==> src/verilog/axis_route_consts.svh <==
`ifndef AXIS_ROUTE_CONSTS_SVH
`define AXIS_ROUTE_CONSTS_SVH

// Stream word width.
`define AXIS_DATA_W 32

// Output channels of the router.
`define AXIS_CHANNELS 4

`define AXIS_CHAN_W $clog2(`AXIS_CHANNELS)

// Header layout. Channel field sits in the low bits.
`define AXIS_HDR_CHAN_W 4
`define AXIS_HDR_TAG_W (`AXIS_DATA_W - `AXIS_HDR_CHAN_W)

// Dropped packet counter, wraps.
`define AXIS_DROP_CNT_W 16

`endif

==> src/verilog/axis_route_pkg.sv <==
`include "axis_route_consts.svh"

package axis_route_pkg;

    // Header word as the router sees it.
    typedef struct packed {
        logic [`AXIS_HDR_TAG_W-1:0]  tag;   // Opaque to the router.
        logic [`AXIS_HDR_CHAN_W-1:0] chan;  // Target output.
    } route_hdr_t;

    // One stream word, read as payload or as a route header.
    // The header beat is decoded for routing and still forwarded as data.
    typedef union packed {
        logic [`AXIS_DATA_W-1:0] data;
        route_hdr_t              hdr;
    } axis_word_u;

    // Everything that travels with one beat besides the handshake.
    typedef struct packed {
        axis_word_u word;
        logic       last;
    } axis_beat_t;

endpackage

==> src/verilog/axis_if_demux.sv <==
`timescale 1ns/1ns
`include "axis_route_consts.svh"

module axis_if_demux (
    input  axis_route_pkg::axis_beat_t in_beat,
    input  logic                       in_valid,
    output logic                       in_ready,
    input  logic                       en,
    input  logic [`AXIS_CHAN_W-1:0]    ctrl,
    output axis_route_pkg::axis_beat_t out_beat  [`AXIS_CHANNELS],
    output logic                       out_valid [`AXIS_CHANNELS],
    input  logic                       out_ready [`AXIS_CHANNELS]
);

    always_comb begin
        for (int i = 0; i < `AXIS_CHANNELS; i++) begin
            out_valid[i] = 1'b0;
            out_beat[i]  = '0;
        end

        // Disabled route swallows the input at full rate.
        in_ready = 1'b1;

        if (en) begin
            out_valid[ctrl] = in_valid;
            out_beat[ctrl]  = in_beat;
            in_ready        = out_ready[ctrl];
        end
    end

endmodule

==> src/verilog/axis_route_ctrl.sv <==
`timescale 1ns/1ns
`include "axis_route_consts.svh"

module axis_route_ctrl (
    input  logic                         aclk,
    input  logic                         rst_n,
    input  axis_route_pkg::axis_beat_t   beat,
    input  logic                         valid,
    input  logic                         ready,
    output logic                         en,
    output logic [`AXIS_CHAN_W-1:0]      ctrl,
    output logic [`AXIS_DROP_CNT_W-1:0]  drop_count
);

    logic                    pkt_start;  // Next transfer is a header.
    logic                    en_q;
    logic [`AXIS_CHAN_W-1:0] ctrl_q;
    logic                    hdr_en;
    logic [`AXIS_CHAN_W-1:0] hdr_ctrl;
    logic                    xfer;

    assign xfer = valid && ready;

    // Route straight from the header view of the current word.
    assign hdr_en   = beat.word.hdr.chan < `AXIS_CHANNELS;
    assign hdr_ctrl = beat.word.hdr.chan[`AXIS_CHAN_W-1:0];

    assign en   = pkt_start ? hdr_en   : en_q;
    assign ctrl = pkt_start ? hdr_ctrl : ctrl_q;

    always_ff @(posedge aclk) begin
        if (!rst_n) begin
            pkt_start <= 1'b1;
            en_q      <= 1'b0;
            ctrl_q    <= '0;
        end else if (xfer) begin
            if (pkt_start && !beat.last) begin
                en_q      <= hdr_en;     // Held until last.
                ctrl_q    <= hdr_ctrl;
                pkt_start <= 1'b0;
            end else if (!pkt_start && beat.last) begin
                pkt_start <= 1'b1;
            end
        end
    end

    // One count per dropped packet, taken on its header.
    always_ff @(posedge aclk) begin
        if (!rst_n) begin
            drop_count <= '0;
        end else if (xfer && pkt_start && !hdr_en) begin
            drop_count <= drop_count + 1'b1;
        end
    end

    // Mid-packet the route must not move, up to and including the last beat.
    property p_route_held;
        @(posedge aclk) disable iff (!rst_n)
            !pkt_start |=> $stable({en_q, ctrl_q});
    endproperty

    a_route_held: assert property (p_route_held)
        else $error("route changed inside a packet");

endmodule

==> src/verilog/axis_skid_buffer.sv <==
`timescale 1ns/1ns
`include "axis_route_consts.svh"

module axis_skid_buffer (
    input  logic                       aclk,
    input  logic                       rst_n,
    input  axis_route_pkg::axis_beat_t in_beat,
    input  logic                       in_valid,
    output logic                       in_ready,
    output axis_route_pkg::axis_beat_t out_beat,
    output logic                       out_valid,
    input  logic                       out_ready
);

    axis_route_pkg::axis_beat_t skid_beat;
    axis_route_pkg::axis_beat_t out_beat_d;
    axis_route_pkg::axis_beat_t skid_beat_d;
    logic                       skid_valid;
    logic                       out_valid_d;
    logic                       skid_valid_d;
    logic                       in_xfer;

    assign in_xfer = in_valid && in_ready;

    always_comb begin
        out_valid_d  = out_valid;
        out_beat_d   = out_beat;
        skid_valid_d = skid_valid;
        skid_beat_d  = skid_beat;

        if (!out_valid || out_ready) begin
            if (skid_valid) begin
                // Drain the spare entry first. No input can arrive now.
                out_valid_d  = 1'b1;
                out_beat_d   = skid_beat;
                skid_valid_d = 1'b0;
            end else begin
                out_valid_d = in_xfer;
                if (in_xfer) begin
                    out_beat_d = in_beat;
                end
            end
        end else if (in_xfer) begin
            skid_valid_d = 1'b1;   // Output stalled, park the beat.
            skid_beat_d  = in_beat;
        end
    end

    always_ff @(posedge aclk) begin
        if (!rst_n) begin
            out_valid  <= 1'b0;
            skid_valid <= 1'b0;
            in_ready   <= 1'b0;
        end else begin
            out_valid  <= out_valid_d;
            skid_valid <= skid_valid_d;
            in_ready   <= !skid_valid_d;  // Low only with both entries full.
        end
    end

    always_ff @(posedge aclk) begin
        out_beat  <= out_beat_d;
        skid_beat <= skid_beat_d;
    end

    // A stalled beat holds until the sink takes it.
    property p_out_stable;
        @(posedge aclk) disable iff (!rst_n)
            out_valid && !out_ready |=> out_valid && $stable(out_beat);
    endproperty

    a_out_stable: assert property (p_out_stable)
        else $error("output beat changed while stalled");

endmodule

==> src/verilog/axis_router.sv <==
`timescale 1ns/1ns
`include "axis_route_consts.svh"

module axis_router (
    input  logic                        aclk,
    input  logic                        rst_n,
    input  axis_route_pkg::axis_beat_t  s_beat,
    input  logic                        s_valid,
    output logic                        s_ready,
    output axis_route_pkg::axis_beat_t  m_beat  [`AXIS_CHANNELS],
    output logic                        m_valid [`AXIS_CHANNELS],
    input  logic                        m_ready [`AXIS_CHANNELS],
    output logic [`AXIS_DROP_CNT_W-1:0] drop_count
);

    logic                       route_en;
    logic [`AXIS_CHAN_W-1:0]    route_ctrl;
    axis_route_pkg::axis_beat_t dmx_beat  [`AXIS_CHANNELS];
    logic                       dmx_valid [`AXIS_CHANNELS];
    logic                       dmx_ready [`AXIS_CHANNELS];

    axis_route_ctrl route_ctrl_i (
        .aclk       (aclk),
        .rst_n      (rst_n),
        .beat       (s_beat),
        .valid      (s_valid),
        .ready      (s_ready),
        .en         (route_en),
        .ctrl       (route_ctrl),
        .drop_count (drop_count)
    );

    axis_if_demux demux_i (
        .in_beat   (s_beat),
        .in_valid  (s_valid),
        .in_ready  (s_ready),
        .en        (route_en),
        .ctrl      (route_ctrl),
        .out_beat  (dmx_beat),
        .out_valid (dmx_valid),
        .out_ready (dmx_ready)
    );

    // Registered outputs, one slice per channel.
    for (genvar g = 0; g < `AXIS_CHANNELS; g++) begin : gen_out
        axis_skid_buffer skid_i (
            .aclk      (aclk),
            .rst_n     (rst_n),
            .in_beat   (dmx_beat[g]),
            .in_valid  (dmx_valid[g]),
            .in_ready  (dmx_ready[g]),
            .out_beat  (m_beat[g]),
            .out_valid (m_valid[g]),
            .out_ready (m_ready[g])
        );
    end

endmodule

==> config.mk <==
export PLATFORM = sky130hd
export DESIGN_NAME = axis_router
export DESIGN_NICKNAME = d
export VERILOG_FILES = /design/src/verilog/axis_route_pkg.sv /design/src/verilog/axis_if_demux.sv /design/src/verilog/axis_route_ctrl.sv /design/src/verilog/axis_skid_buffer.sv /design/src/verilog/axis_router.sv
export VERILOG_INCLUDE_DIRS = /design/src /design/src/verilog
export SDC_FILE = /design/constraint.sdc
export NUM_CORES = 1
export LEC_CHECK = 0
export ABC_AREA = 1
export BUFFER_PORTS_ARGS = -buffer_cell sky130_fd_sc_hd__clkbuf_2
export CORE_MARGIN = 2
export CORE_UTILIZATION = 59
export CTS_BUF_LIST = sky130_fd_sc_hd__clkbuf_8
export DETAILED_ROUTE_END_ITERATION = 6
export PLACE_DENSITY = 0.83
export SYNTH_ARGS = -nofsm -noshare
export SYNTH_HDL_FRONTEND = slang
export SYNTH_SLANG_ARGS = --single-unit
==> constraint.sdc <==
create_clock -name aclk -period 6.65 [get_ports aclk]
set_input_delay 1.33 -clock aclk [delete_from_list [all_inputs] [get_ports aclk]]
set_output_delay 1.33 -clock aclk [all_outputs]
set_load 0.03 [all_outputs]
### Yosys cells after proc, flatten, opt, wreduce, memory -nomap -nowiden

Index checks and enable logic that the tools add are counted.

| word-level totals | value |
|---|---|
| register bits | 296 |
| output and inout port bits | 153 |
| input port bits | 40 |
| logic and storage cells | 117 |

| operators by class | value |
|---|---|
| bitwise operators | 7 |
| add/subtract/negate cells | 1 |
| order comparisons | 3 |
| reduce and logical (&&, ||, !) cells | 40 |
| muxes and demuxes | 34 |

Operator list:

| operator | count |
|---|---|
| 33-bit 2-to-1 mux | 9 |
| 132-bit AND | 1 |
| 132-bit 2-to-1 mux | 1 |
| 33-bit demux with 2-bit select | 1 |
| 2-bit AND reduction | 10 |
| 1-bit 2-to-1 mux | 19 |
| 16-bit by 1-bit adder with 16-bit output (second input constant) | 1 |
| 1-bit zero test | 11 |
| 1-bit logical AND | 10 |
| 2-bit nonzero test | 5 |
| 4-bit AND | 1 |
| 1-bit logical OR | 4 |
| 4-bit by 3-bit less-than comparator with 1-bit output (second input constant) | 1 |
| 4-bit 2-to-1 mux | 1 |
| 1-bit inverter | 4 |
| 3-bit greater-or-equal comparator (second input constant) | 1 |
| 3-bit by 1-bit less-than comparator with 1-bit output (second input constant) | 1 |
| 2-bit inverter with 3-bit output | 1 |
| 1-bit binary-select mux with 2-bit select | 1 |
| 1-bit demux with 2-bit select | 1 |
| 2-bit 2-to-1 mux | 1 |

### Depth between registers and ports, before layout

| logic depth | value |
|---|---|
| depth after elaboration | 12 |
| gate-level depth with buffers | 12 |

### Hierarchy

Synthesis repeated with hierarchy kept, for this count alone.

| second synthesis, totals | value |
|---|---|
| cells, all modules | 1,110 |
| area total of the unflattened synthesis | 12,296.8 µm² |

By module, submodules not included:

| module | area an instance (µm²) | times used | cells each |
|---|---|---|---|
| axis_skid_buffer | 2,583.7 | 4 | 190 |
| axis_route_ctrl | 1,083.5 | 1 | 149 |
| axis_if_demux | 878.3 | 1 | 201 |

### Worst setup path after synthesis

Ideal clock, no wire load.

| path | value |
|---|---|
| path type | input -> register |
| start | input port s_beat[3] (netlist bit) |
| end | register gen_out[0].skid_i.skid_beat[0] (netlist bit) (enable) |
| path slack | 1.092 ns |
| arrival | 5.049 ns |
| stages | 5 |
| cells stage by stage | o21ai_1 o21ai_2 inv_2 nand2_1 nor4_1 |

| between the ends | value |
|---|---|
| word-level cells in the longest chain between the ends | 5 |

RTL lines:

| what | RTL line | RTL |
|---|---|---|
| start: declaration | axis_router.sv:7 | `input axis_route_pkg::axis_beat_t s_beat,` |
| 4-bit by 3-bit less-than comparator with 1-bit output (no line) | -- |  |
| 1-bit 2-to-1 mux | axis_route_ctrl.sv:28 | `assign en = pkt_start ? hdr_en : en_q;` |
| 4-bit 2-to-1 mux | axis_if_demux.sv:24 | `if (en) begin` |
| 1-bit logical AND | axis_skid_buffer.sv:23 | `assign in_xfer = in_valid && in_ready;` |
| 2-bit AND reduction (no line) | -- |  |
| end signal: assignment | axis_skid_buffer.sv:63 | `skid_beat <= skid_beat_d;` |
| end: declaration | axis_skid_buffer.sv:15 | `axis_route_pkg::axis_beat_t skid_beat;` |

Every way passes these cells.
A chain may end at the register's enable or synchronous reset.

### Final worst setup path

| path | value |
|---|---|
| start | register gen_out[1].skid_i.skid_valid |
| end | register gen_out[1].skid_i.out_beat[16] (netlist bit) (enable) |

| between the ends | value |
|---|---|
| word-level cells in the longest chain between the ends | 2 |

RTL lines:

| what | RTL line | RTL |
|---|---|---|
| start: declaration | axis_skid_buffer.sv:18 | `logic skid_valid;` |
| start signal: assignment | axis_skid_buffer.sv:56 | `skid_valid <= skid_valid_d;` |
| 2-bit nonzero test (no line) | -- |  |
| 2-bit AND reduction (no line) | -- |  |
| end signal: assignment | axis_skid_buffer.sv:62 | `out_beat <= out_beat_d;` |
| end: declaration | axis_skid_buffer.sv:10 | `output axis_route_pkg::axis_beat_t out_beat,` |

Every way passes these cells.

==> reports/metrics.cfg <==
[clock_tree]
cts-root-buf = clkbuf_8
clkLatencyLatePin_ns = 0.57
postCtsHoldBufs = 0
cts_buffer_depth = 3
cts_setup_buffers = 0
cts_tree = done
clkSlewWorstSetupHoldPaths_ns = 0.06
cts_buffers = 46
cts_resized = 0
h-tree-depth = 2
clkSinkCount = 296

[sta]
fin_crit_ns = 4.27
finalHoldViolCount = 0
setup_viol = 0
fin_crit_sh_pct = 64.2
max_slew_margin_pct = 14.3
tightest_slew_ns = 1.28
drv_slew = 0
clock_skew_ns = 0.0264
rsz0062_at_grt = no
timing.hold.ws_ns = 0.487
setup_tns_ns = 0
fmaxAchievable_ghz = 0.234

[setup_path]
cp_top_family = buffers and inverters
critPathLaunchType = register
cp_slowest_cell = clkinv_1
crit_chain = clkinv_1, a21oi_4
required_ns = 6.81
path_class = reg -> reg
path_buf_inv = 1
cp_max_fo = 35
cpPeakStageDelay_ns = 1.33
cp.arrival_ns = 4.43
cp-end-kind = register

[synth]
synth_edf_count = 264
synth.top_cell.area_share_pct = 64.1
syn_inst = 1148
yosys.area.top_type = edfxtp_1
ys_seq_elements = 296
yosys_warnings = 0
ys.flop_type = edfxtp_1
yosysSeqAreaShare_pct = 69.3
synth_most_common_cell = nand2_1
synth.distinct_cells = 32
syn_nets = 1190
syn_area_um2 = 12400
synthTopCellsByArea = edfxtp_1 (64%), nand2_1 (15%), dfxtp_1 (5.2%)
synth-async-reset-ratio_pct = 0
avgSynthCellArea_um2 = 10.8
synthTopCellsByCount = nand2_1 (483), edfxtp_1 (264), nor2_1 (110)

[route]
num_vias = 8873
via_per_inst = 5.40
postRouteAntennaNets = 0
drtPass1Iterations = 5
avgRoutedWirePerCell_um = 17.5
routed_wl_um = 28900
drtIter0Drc = 922
drc = 0

[die]
start_util_pct = 60.7
die_width_um = 149
core_area_um2 = 20400
ios = 193
die_area_um2 = 22100
dieHeight_um = 149
rows = 52

[global_routing]
grt_pass1_vias = 8216
grt_first_pass_wirelength_um = 43600
antenna_found_initial = 0
grt_use_total_pct = 26.0
overflow = 0
grt_max_degree = 36

[status]
outcome = finished, final reports clean

[cells_and_area]
layout.nets = 1384
drive_gt1_share_pct = 26.1
area_growth_pct = 15.2
fillers = 1438
num_antenna_cells = 0

[run]
drv_cap = 0

[placed_design]
place_congestion = 0.864
hpwlAfterDp_um = 19000
portBuffers = 192

[power_and_ir_drop]
power.density_nw_per_um2 = 258
p_total_mw = 3.67
ir_drop_uv = 185
leakagePower_nw = 5.97

[worst_hold_path]
hp-class = reg -> reg

path summary, 6_finish.rpt:
kind                                startpoint                        endpoint  slack, ns  cells past startpoint
hold / removal          route_ctrl_i.ctrl_q[1]          route_ctrl_i.ctrl_q[1]       0.49                      2
setup / recovery  gen_out[1].skid_i.skid_valid  gen_out[1].skid_i.out_beat[16]       2.38                      2
hold reg to reg         route_ctrl_i.ctrl_q[1]          route_ctrl_i.ctrl_q[1]       0.49                      2
setup reg to reg  gen_out[1].skid_i.skid_valid  gen_out[1].skid_i.out_beat[16]       2.38                      2
logic make-up (layout without fill, tap and decap cells):
kind of cell / Yosys count / in the layout / share of synthesized area, %
xor+xnor: 7 / 7 / 0.496
buf+inv: 96 / 322 / 3.91
flops: 296 / 296 / 69.3
fa+ha+maj: 2 / 2 / 0.202
compound gates: 35 / 35 / 1.81
simple gates: 712 / 712 / 24.2
through the flow:
stage	setup WS (ns)	instance area [µm²]	instances	util, %
2_1_floorplan	1.09	12400	1148	-
6_report	2.38	14200	1644	69.9
4_1_cts	2.46	14200	1644	69.9
5_1_grt	2.11	14200	1644	69.9
3_5_place_dp	2.25	13500	1564	66.1
3_3_place_gp	2.38	13500	1564	66.1
power by group:
group / leakage, nW / internal, mW / switching [mW]
clock network: 0.451 / 0.645 / 0.680
logic: 2.63 / 0.0607 / 0.234
registers: 2.89 / 2.04 / 0.0105
cell usage in the layout (no fill, tap or decap), types with 5 or more instances in the layout:
| master | n |
|---|---|
| o21ai_1 | 5 |
| nand3_1 | 15 |
| dfxtp_1 | 32 |
| a21oi_2 | 10 |
| xor2_1 | 5 |
| inv_1 | 42 |
| clkbuf_2 | 192 |
| edfxtp_1 | 264 |
| nor2_4 | 5 |
| inv_2 | 6 |
| clkinv_1 | 17 |
| nand2_2 | 16 |
| nand4_1 | 24 |
| a21oi_1 | 12 |
| nand2_1 | 483 |
| clkinv_2 | 6 |
| buf_4 | 9 |
| clkbuf_8 | 46 |
| nor2_2 | 52 |
| nor2_1 | 109 |
worst min-delay path, cell delays in order (launching register included):
cell and delay, ns:
dfxtp_1 0.32, nand2_1 0.07, a21oi_1 0.05
layout make-up:
cell class | count | area (µm²) | share of cell area [%]
multi-input combinational | 756 | 3370 | 23.7
inverter | 41 | 156 | 1.10
clock buffer | 46 | 633 | 4.45
tap | 270 | 338 | 2.37
clock inverter | 34 | 148 | 1.04
sequential | 296 | 8570 | 60.2
timing repair buffer | 201 | 1030 | 7.22
per-layer routing:
| metal | vias up | track usage [%] | wire, µm |
|---|---|---|---|
| met1 | 4093 | 35.5 | 11000 |
| met2 | 531 | 41.6 | 14100 |
| li1 | 4179 | - | - |
| met5 | - | 0 | 0 |
| met3 | 70 | 5.34 | 2950 |
| met4 | 0 | 10.2 | 861 |
flip-flops by register name (all words and copies together), names as in the netlist:
signal / count
gen_out.skid_i.out_beat: 132
route_ctrl_i.ctrl_q: 2
gen_out.skid_i.in_ready: 4
route_ctrl_i.en_q: 1
gen_out.skid_i.skid_beat: 132
route_ctrl_i.drop_count: 16
gen_out.skid_i.out_valid: 4
gen_out.skid_i.skid_valid: 4
route_ctrl_i.pkt_start: 1
Note: power is estimated with default switching activity, not from simulation.
